File: config.mk
export PLATFORM = sky130hd
export DESIGN_NAME = q88_alu_top
export DESIGN_NICKNAME = d
export VERILOG_FILES = /design/src/rtl/q88_alu_pkg.sv /design/src/rtl/axil_read_side.sv /design/src/rtl/axil_write_side.sv /design/src/rtl/q88_alu_top.sv /design/src/rtl/q88_exec.sv /design/src/rtl/q88_multiplier.sv
export SDC_FILE = /design/constraint.sdc
export NUM_CORES = 1
export LEC_CHECK = 0
export ABC_AREA = 0
export BUFFER_PORTS_ARGS = -buffer_cell sky130_fd_sc_hd__buf_2
export CAP_MARGIN = 25
export CORE_UTILIZATION = 62
export DETAILED_ROUTE_END_ITERATION = 8
export PLACE_DENSITY = 0.81
export SYNTH_ARGS = -nofsm -noshare
export SYNTH_HDL_FRONTEND = slang
export SYNTH_SLANG_ARGS = --single-unit
File: constraint.sdc
create_clock -name clk -period 5.4 [get_ports clk]
set_clock_uncertainty 0.15 [all_clocks]
set_input_delay 0.27 -clock clk [delete_from_list [all_inputs] [get_ports clk]]
set_output_delay 0.27 -clock clk [all_outputs]
set_load 0.01 [all_outputs]
File: src/rtl/q88_alu_pkg.sv
package q88_alu_pkg;

    // datapath widths
    localparam int data_w     = 16;
    localparam int frac_w     = 8;   // Q8.8
    localparam int prod_w     = 32;
    localparam int mul_groups = 4;   // interleaved partial-product sums

    // AXI4-Lite bus widths
    localparam int axil_addr_w = 8;
    localparam int axil_data_w = 32;

    // register map
    localparam logic [axil_addr_w-1:0] addr_op_a   = 8'h00;
    localparam logic [axil_addr_w-1:0] addr_op_b   = 8'h04;
    localparam logic [axil_addr_w-1:0] addr_cmd    = 8'h08;  // write launches an operation
    localparam logic [axil_addr_w-1:0] addr_status = 8'h10;  // read only

    localparam logic [1:0] resp_okay   = 2'b00;
    localparam logic [1:0] resp_slverr = 2'b10;

    typedef enum logic {
        op_add = 1'b0,
        op_mul = 1'b1
    } alu_op_t;

    typedef struct packed {
        alu_op_t           op;
        logic [data_w-1:0] a;
        logic [data_w-1:0] b;
    } alu_cmd_t;

    typedef struct packed {
        logic [data_w-1:0] value;
        logic              overflow;
        logic              precision_lost;
    } alu_result_t;

endpackage

File: src/rtl/axil_read_side.sv
`timescale 1ns/1ps

module axil_read_side (
    input  logic                                clk,
    input  logic                                reset,
    input  logic [q88_alu_pkg::axil_addr_w-1:0] araddr,
    input  logic                                arvalid,
    output logic                                arready,
    output logic [q88_alu_pkg::axil_data_w-1:0] rdata,
    output logic [1:0]                          rresp,
    output logic                                rvalid,
    input  logic                                rready,
    input  q88_alu_pkg::alu_result_t            result,
    input  logic                                result_valid,
    input  logic                                clear_done
);

    localparam int gap_w = q88_alu_pkg::axil_data_w - q88_alu_pkg::data_w - 3;

    q88_alu_pkg::alu_result_t               result_q;
    logic                                   done;
    logic                                   accept;
    logic [q88_alu_pkg::axil_data_w-1:0]    status;

    always_ff @(posedge clk)
    begin
        if (result_valid)
            result_q <= result;
    end

    // a fresh command wins over a late result from an older one
    always_ff @(posedge clk)
    begin
        if (reset)
            done <= 1'b0;
        else if (clear_done)
            done <= 1'b0;
        else if (result_valid)
            done <= 1'b1;
    end

    assign status = {done, {gap_w{1'b0}}, result_q.precision_lost, result_q.overflow,
                     result_q.value};

    assign arready = arvalid && !rvalid;
    assign accept  = arready;

    always_ff @(posedge clk)
    begin
        if (reset)
            rvalid <= 1'b0;
        else if (accept)
            rvalid <= 1'b1;
        else if (rready)
            rvalid <= 1'b0;
    end

    always_ff @(posedge clk)
    begin
        if (accept)
        begin
            if (araddr == q88_alu_pkg::addr_status)
            begin
                rdata <= status;
                rresp <= q88_alu_pkg::resp_okay;
            end
            else
            begin
                rdata <= '0;
                rresp <= q88_alu_pkg::resp_slverr; // unmapped
            end
        end
    end

    a_rvalid_hold: assert property (
        @(posedge clk) disable iff (reset)
        rvalid && !rready |=> rvalid && $stable(rdata) && $stable(rresp)
    );

endmodule

File: src/rtl/axil_write_side.sv
`timescale 1ns/1ps

module axil_write_side (
    input  logic                                clk,
    input  logic                                reset,
    input  logic [q88_alu_pkg::axil_addr_w-1:0] awaddr,
    input  logic                                awvalid,
    output logic                                awready,
    input  logic [q88_alu_pkg::axil_data_w-1:0] wdata,
    input  logic                                wvalid,
    output logic                                wready,
    output logic [1:0]                          bresp,
    output logic                                bvalid,
    input  logic                                bready,
    output q88_alu_pkg::alu_cmd_t               cmd,
    output logic                                cmd_valid
);

    logic                           accept;
    logic                           addr_ok;
    logic [q88_alu_pkg::data_w-1:0] op_a;
    logic [q88_alu_pkg::data_w-1:0] op_b;

    // address and data are taken together, one write at a time
    assign awready = awvalid && wvalid && !bvalid;
    assign wready  = awready;
    assign accept  = awready;

    assign addr_ok = (awaddr == q88_alu_pkg::addr_op_a) ||
                     (awaddr == q88_alu_pkg::addr_op_b) ||
                     (awaddr == q88_alu_pkg::addr_cmd);

    always_ff @(posedge clk)
    begin
        if (reset)
        begin
            op_a <= '0;
            op_b <= '0;
        end
        else if (accept)
        begin
            if (awaddr == q88_alu_pkg::addr_op_a)
                op_a <= wdata[q88_alu_pkg::data_w-1:0];
            if (awaddr == q88_alu_pkg::addr_op_b)
                op_b <= wdata[q88_alu_pkg::data_w-1:0];
        end
    end

    always_ff @(posedge clk)
    begin
        if (reset)
            bvalid <= 1'b0;
        else if (accept)
            bvalid <= 1'b1;
        else if (bready)
            bvalid <= 1'b0;
    end

    always_ff @(posedge clk)
    begin
        if (accept)
            bresp <= addr_ok ? q88_alu_pkg::resp_okay : q88_alu_pkg::resp_slverr;
    end

    // command goes out in the accept cycle with the operands held right now
    assign cmd_valid = accept && (awaddr == q88_alu_pkg::addr_cmd);
    assign cmd.op    = q88_alu_pkg::alu_op_t'(wdata[0]);
    assign cmd.a     = op_a;
    assign cmd.b     = op_b;

    // write response must hold, unchanged, until the master takes it
    a_bvalid_hold: assert property (
        @(posedge clk) disable iff (reset)
        bvalid && !bready |=> bvalid && $stable(bresp)
    );

endmodule

File: src/rtl/q88_alu_top.sv
`timescale 1ns/1ps

module q88_alu_top (
    input  logic                                clk,
    input  logic                                reset,
    input  logic [q88_alu_pkg::axil_addr_w-1:0] awaddr,
    input  logic                                awvalid,
    output logic                                awready,
    input  logic [q88_alu_pkg::axil_data_w-1:0] wdata,
    input  logic [3:0]                          wstrb,
    input  logic                                wvalid,
    output logic                                wready,
    output logic [1:0]                          bresp,
    output logic                                bvalid,
    input  logic                                bready,
    input  logic [q88_alu_pkg::axil_addr_w-1:0] araddr,
    input  logic                                arvalid,
    output logic                                arready,
    output logic [q88_alu_pkg::axil_data_w-1:0] rdata,
    output logic [1:0]                          rresp,
    output logic                                rvalid,
    input  logic                                rready
);

    q88_alu_pkg::alu_cmd_t    cmd;
    logic                     cmd_valid;
    q88_alu_pkg::alu_result_t result;
    logic                     result_valid;

    // wstrb has no effect, operand writes always take the low half
    axil_write_side u_write (
        .clk       (clk),
        .reset     (reset),
        .awaddr    (awaddr),
        .awvalid   (awvalid),
        .awready   (awready),
        .wdata     (wdata),
        .wvalid    (wvalid),
        .wready    (wready),
        .bresp     (bresp),
        .bvalid    (bvalid),
        .bready    (bready),
        .cmd       (cmd),
        .cmd_valid (cmd_valid)
    );

    q88_exec u_exec (
        .clk          (clk),
        .reset        (reset),
        .cmd          (cmd),
        .cmd_valid    (cmd_valid),
        .result       (result),
        .result_valid (result_valid)
    );

    axil_read_side u_read (
        .clk          (clk),
        .reset        (reset),
        .araddr       (araddr),
        .arvalid      (arvalid),
        .arready      (arready),
        .rdata        (rdata),
        .rresp        (rresp),
        .rvalid       (rvalid),
        .rready       (rready),
        .result       (result),
        .result_valid (result_valid),
        .clear_done   (cmd_valid)  // launch clears done
    );

endmodule

File: src/rtl/q88_exec.sv
`timescale 1ns/1ps

module q88_exec (
    input  logic                     clk,
    input  logic                     reset,
    input  q88_alu_pkg::alu_cmd_t    cmd,
    input  logic                     cmd_valid,
    output q88_alu_pkg::alu_result_t result,
    output logic                     result_valid
);

    localparam int hi_lsb = q88_alu_pkg::data_w + q88_alu_pkg::frac_w;

    logic [q88_alu_pkg::data_w:0]   sum;
    logic [q88_alu_pkg::data_w:0]   sum_q1;
    logic [q88_alu_pkg::data_w:0]   sum_q2;
    q88_alu_pkg::alu_op_t           op_q1;
    q88_alu_pkg::alu_op_t           op_q2;
    logic                           add_v1;
    logic                           add_v2;
    logic                           mul_start;
    logic [q88_alu_pkg::prod_w-1:0] product;
    logic                           mul_valid;

    assign sum       = {1'b0, cmd.a} + {1'b0, cmd.b}; // carry lands in the top bit
    assign mul_start = cmd_valid && (cmd.op == q88_alu_pkg::op_mul);

    q88_multiplier u_mul (
        .clk       (clk),
        .reset     (reset),
        .a_in      (cmd.a),
        .b_in      (cmd.b),
        .in_valid  (mul_start),
        .product   (product),
        .out_valid (mul_valid)
    );

    // add path delayed to line up with the multiplier
    always_ff @(posedge clk)
    begin
        sum_q1 <= sum;
        sum_q2 <= sum_q1;
        op_q1  <= cmd.op;
        op_q2  <= op_q1;
    end

    always_ff @(posedge clk)
    begin
        if (reset)
        begin
            add_v1 <= 1'b0;
            add_v2 <= 1'b0;
        end
        else
        begin
            add_v1 <= cmd_valid && !mul_start;
            add_v2 <= add_v1;
        end
    end

    always_comb
    begin
        if (op_q2 == q88_alu_pkg::op_mul)
        begin
            result.value          = product[hi_lsb-1:q88_alu_pkg::frac_w];
            result.overflow       = |product[q88_alu_pkg::prod_w-1:hi_lsb];
            result.precision_lost = |product[q88_alu_pkg::frac_w-1:0];
        end
        else
        begin
            result.value          = sum_q2[q88_alu_pkg::data_w-1:0];
            result.overflow       = sum_q2[q88_alu_pkg::data_w];
            result.precision_lost = 1'b0;
        end
    end

    assign result_valid = add_v2 || mul_valid;

endmodule

File: src/rtl/q88_multiplier.sv
`timescale 1ns/1ps

module q88_multiplier (
    input  logic                           clk,
    input  logic                           reset,
    input  logic [q88_alu_pkg::data_w-1:0] a_in,
    input  logic [q88_alu_pkg::data_w-1:0] b_in,
    input  logic                           in_valid,
    output logic [q88_alu_pkg::prod_w-1:0] product,
    output logic                           out_valid
);

    logic [q88_alu_pkg::prod_w-1:0] a_ext;
    logic [q88_alu_pkg::prod_w-1:0] pp     [q88_alu_pkg::data_w];
    logic [q88_alu_pkg::prod_w-1:0] grp    [q88_alu_pkg::mul_groups];
    logic [q88_alu_pkg::prod_w-1:0] grp_q  [q88_alu_pkg::mul_groups];
    logic [q88_alu_pkg::prod_w-1:0] total;
    logic                           valid_q;

    // operand widened to the full product width
    assign a_ext = {{q88_alu_pkg::data_w{1'b0}}, a_in};

    always_comb
    begin
        for (int i = 0; i < q88_alu_pkg::data_w; i++)
            pp[i] = (a_ext << i) & {q88_alu_pkg::prod_w{b_in[i]}};
    end

    // top four rows fold back in reverse so every group gets four rows
    always_comb
    begin
        for (int g = 0; g < q88_alu_pkg::mul_groups; g++)
            grp[g] = '0;
        for (int i = 0; i < q88_alu_pkg::data_w; i++)
        begin
            if (i < q88_alu_pkg::data_w - q88_alu_pkg::mul_groups)
                grp[i % q88_alu_pkg::mul_groups] = grp[i % q88_alu_pkg::mul_groups] + pp[i];
            else
                grp[q88_alu_pkg::data_w - 1 - i] = grp[q88_alu_pkg::data_w - 1 - i] + pp[i];
        end
    end

    always_comb
    begin
        total = '0;
        for (int g = 0; g < q88_alu_pkg::mul_groups; g++)
            total = total + grp_q[g];
    end

    always_ff @(posedge clk)
    begin
        grp_q   <= grp;   // stage 1
        product <= total; // stage 2
    end

    always_ff @(posedge clk)
    begin
        if (reset)
        begin
            valid_q   <= 1'b0;
            out_valid <= 1'b0;
        end
        else
        begin
            valid_q   <= in_valid;
            out_valid <= valid_q;
        end
    end

    // two cycles after a launch the grouped sums must give the plain product
    a_latency: assert property (
        @(posedge clk) disable iff (reset)
        in_valid |-> ##2 (out_valid &&
                          product == {{q88_alu_pkg::data_w{1'b0}}, $past(a_in, 2)} *
                                     {{q88_alu_pkg::data_w{1'b0}}, $past(b_in, 2)})
    );

endmodule

==> results.cfg <==
[timing]
holdWs_ps = 128.0
final_hold_viol_count = 0
fin_ws_ps = 863.5
slew_viol_final = 0
worstMarginPinSlew_ps = 1057
rsz0062_at_grt = no
min_period_over_period_pct = 84.01
fin_tns_setup_ps = 0
setup_viol = 0
min_period_ps = 4536
max_freq_ghz = 0.2204
slew-limit-headroom_pct = 29.31

[floorplanning]
die_h_um = 178.6
chipWidth_um = 178.6
core-area_mm2 = 0.03067
dieArea_mm2 = 0.03189
io_pins = 100
num_rows = 64
initial_core_util_pct = 63.02

[logic_synthesis]
syn_inst = 2122
synth.largest_area_cell = dfxtp_1
netlist.area_leader.share_pct = 23.20
synth_flop_cell = dfxtp_1
ys_warn_count = 0
netlist_area_mm2 = 0.01933
synth_cell_types = 70
synth_area_leaders = dfxtp_1 (23%), ha_1 (14%), fa_1 (13%)
ys_ff_latch = 263
synth_edf_count = 39
ys_seq_area_share_pct = 29.26
async_reset_ff_share_pct = 0
syn_area_per_cell_um2 = 9.109

[cells_and_area]
syn2layout_area_growth_pct = 9.114
antenna_cells = 0
instances_no_fill = 2589
drive_above_1_share_pct = 7.068
finish.utilization_pct = 68.77
fin_nets = 2580
nFillCells = 2302

[grt]
antenna_found_initial = 0
grt_pass1_wl_um = 76910
globalRouteOverflowTotal = 0
grt_pass1_vias = 15120
grt_usage_pct = 31.22
grt_max_degree = 40

[clocking]
numCtsBuffers = 27
cts_resized = 0
cts_buffer_depth = 3
cts_htree_levels = 1
clkLatencyLatePin_ps = 550
postCtsHoldBufs = 27
cts_root_buf = clkbuf_16
postCtsSetupRepairBufs = 0
clock_sinks = 263
clk_pin_slew_ps = 60
cts_tree = done

[hold_path]
whs_endpoint = u_read.rdata[16]
hold_class = in2reg
hold_depth = 2
hold_path_startpoint = arvalid

[detailed_routing]
routed_wl_um = 48610
num_vias = 15150
antenna_left = 0
initialDrtViolationCount = 1399
wl_per_cell_um = 18.77
drt-pass1-iter-count = 6
viasPerCell = 5.851
drcViolationCount = 0

[place]
place_hpwl_um = 35860
dp_cells = 2512
place.gp.congestion = 0.9555
port_buffers = 64
place_ws_ps = 1089

[critical_path]
crit_type = reg2reg
rr_worst_depth = 11
rrSetupSlack_ps = 860
cp_max_fo = 17
r2r-start = u_write.op_a[4]
startpoint_type = flip-flop
crit_required_ps = 5590
arrival_ps = 4720
endpoint_kind = flip-flop
worstReg2RegEnd = u_exec.u_mul.grp_q[29]

[outcome]
status = finished clean

[pwr]
leakagePower_nw = 10.16
peakVddDrop_mv = 0.2105
cellPowerDensity_mw_per_mm2 = 193.7

[job]
cap_viol_max_count = 0
==> worst max path at each step <==
| stage | slack (ps) | end | startpoint | cells after the start |
|---|---|---|---|---|
| final | 860 | u_exec.u_mul.grp_q[29] | u_write.op_a[4] | 11 |
| after global routing | 790 | u_exec.u_mul.grp_q[90] | u_write.op_a[5] | 10 |
| after CTS | 1050 | u_exec.u_mul.grp_q[29] | u_write.op_a[4] | 11 |
| after detailed placement | 1090 | u_exec.u_mul.grp_q[90] | u_write.op_a[5] | 10 |
| after global placement | 1130 | u_exec.u_mul.grp_q[29] | u_write.op_a[4] | 11 |
| after floorplan | 1640 | u_exec.u_mul.grp_q[125] | u_write.op_a[11] | 14 |
==> power breakdown <==
group | switching [mW] | internal [mW] | total, mW
Combinational | 0.0387 | 0.0347 | 0.0734
Sequential | 0.00618 | 1.99 | 2.00
Clock | 0.821 | 1.19 | 2.01
Total | 0.866 | 3.22 | 4.09
==> cell usage after synthesis (all sizes together), types with 5 or more instances <==
| master | count |
|---|---|
| o31ai | 7 |
| or3 | 5 |
| or2 | 8 |
| nor3 | 32 |
| nor3b | 6 |
| a211oi | 14 |
| nand2b | 17 |
| nand4 | 12 |
| inv | 267 |
| o211ai | 13 |
| and2 | 234 |
| and3 | 8 |
| clkbuf | 71 |
| o21a | 23 |
| o21bai | 14 |
| nor2 | 85 |
| a21o | 47 |
| dfxtp | 224 |
| edfxtp | 39 |
| nor2b | 19 |
| nand2 | 147 |
| o311ai | 5 |
| nand3 | 31 |
| fa | 125 |
| ha | 223 |
| a31oi | 13 |
| mux2 | 16 |
| o21ai | 78 |
| a2111oi | 6 |
| nor4 | 11 |
| buf | 21 |
| xnor2 | 74 |
| a21oi | 141 |
| xor2 | 25 |
==> layer usage <==
layer	global-route usage, %	up-vias	part of all wire, %
met2	54.05	619	48
li1	-	7136	-
met1	39.66	7283	41
met5	0	-	0
met3	4.625	109	8.0
met4	10.49	0	3.4
==> through the flow <==
step           total power [mW]  area (µm²)
2_1_floorplan             2.073       19380
3_3_place_gp              2.095       19860
3_5_place_dp              2.098       19860
4_1_cts                   4.102       21080
5_1_grt                   4.197       21090
6_report                  4.086       21090
==> cells by family (layout without fill, tap and decap cells) <==
group	after synthesis	after routing	synth area share, %
other	1	15	0.01940
flip-flops	263	263	29.26
AND/OR/NAND/NOR	628	628	17.10
XOR/XNOR	99	99	4.486
multiplexers	19	19	1.088
buffers and inverters	359	416	7.315
adder cells (fa/ha/maj)	348	348	27.38
AO/OA/AOI/OAI	405	405	13.35
==> area by class of cell <==
| class | instances | area, µm² | share of cell area [%] |
|---|---|---|---|
| clock buffers | 32 | 715.7 | 3.393 |
| clock inverters | 17 | 234.0 | 1.109 |
| inverters | 267 | 1002 | 4.752 |
| multi-input cells | 1514 | 12330 | 58.44 |
| flip-flops and latches | 263 | 5655 | 26.82 |
| well taps | 396 | 495.5 | 2.349 |
| repair buffers | 100 | 661.9 | 3.138 |
==> layout by cell type (no fill, tap or decap), drive strengths merged, types with 17 or more instances in the layout <==
master / count
dfxtp: 224
a21oi: 141
edfxtp: 39
inv: 269
xnor2: 74
nand2: 147
fa: 125
clkbuf: 32
nand2b: 17
o21ai: 78
nor2: 85
ha: 223
a21o: 47
o21a: 23
nor3: 32
xor2: 25
buf: 73
nand3: 31
and2: 234
nor2b: 19
dlygate4sd3: 27
==> flip-flops by register name, indices dropped and copies added, names as in the netlist, 16 cells and up <==
register and cells:
u_exec.u_mul.grp_q 117, u_exec.u_mul.product 32, u_read.rdata 19, u_read.result_q 18
u_exec.sum_q1 17, u_exec.sum_q2 17, u_write.op_a 16, u_write.op_b 16
==> critical path, cell delays in order, from the launching register on <==
cell     delay [ps]
dfxtp_1         910
and2_1          270
fa_1            420
ha_1            290
ha_1            350
nor2b_1         160
o31ai_1         360
a21oi_1         210
o21ai_1         230
a21oi_1         140
o41ai_1         480
o21ai_0         330
Note: power is estimated with default switching activity, not from simulation.
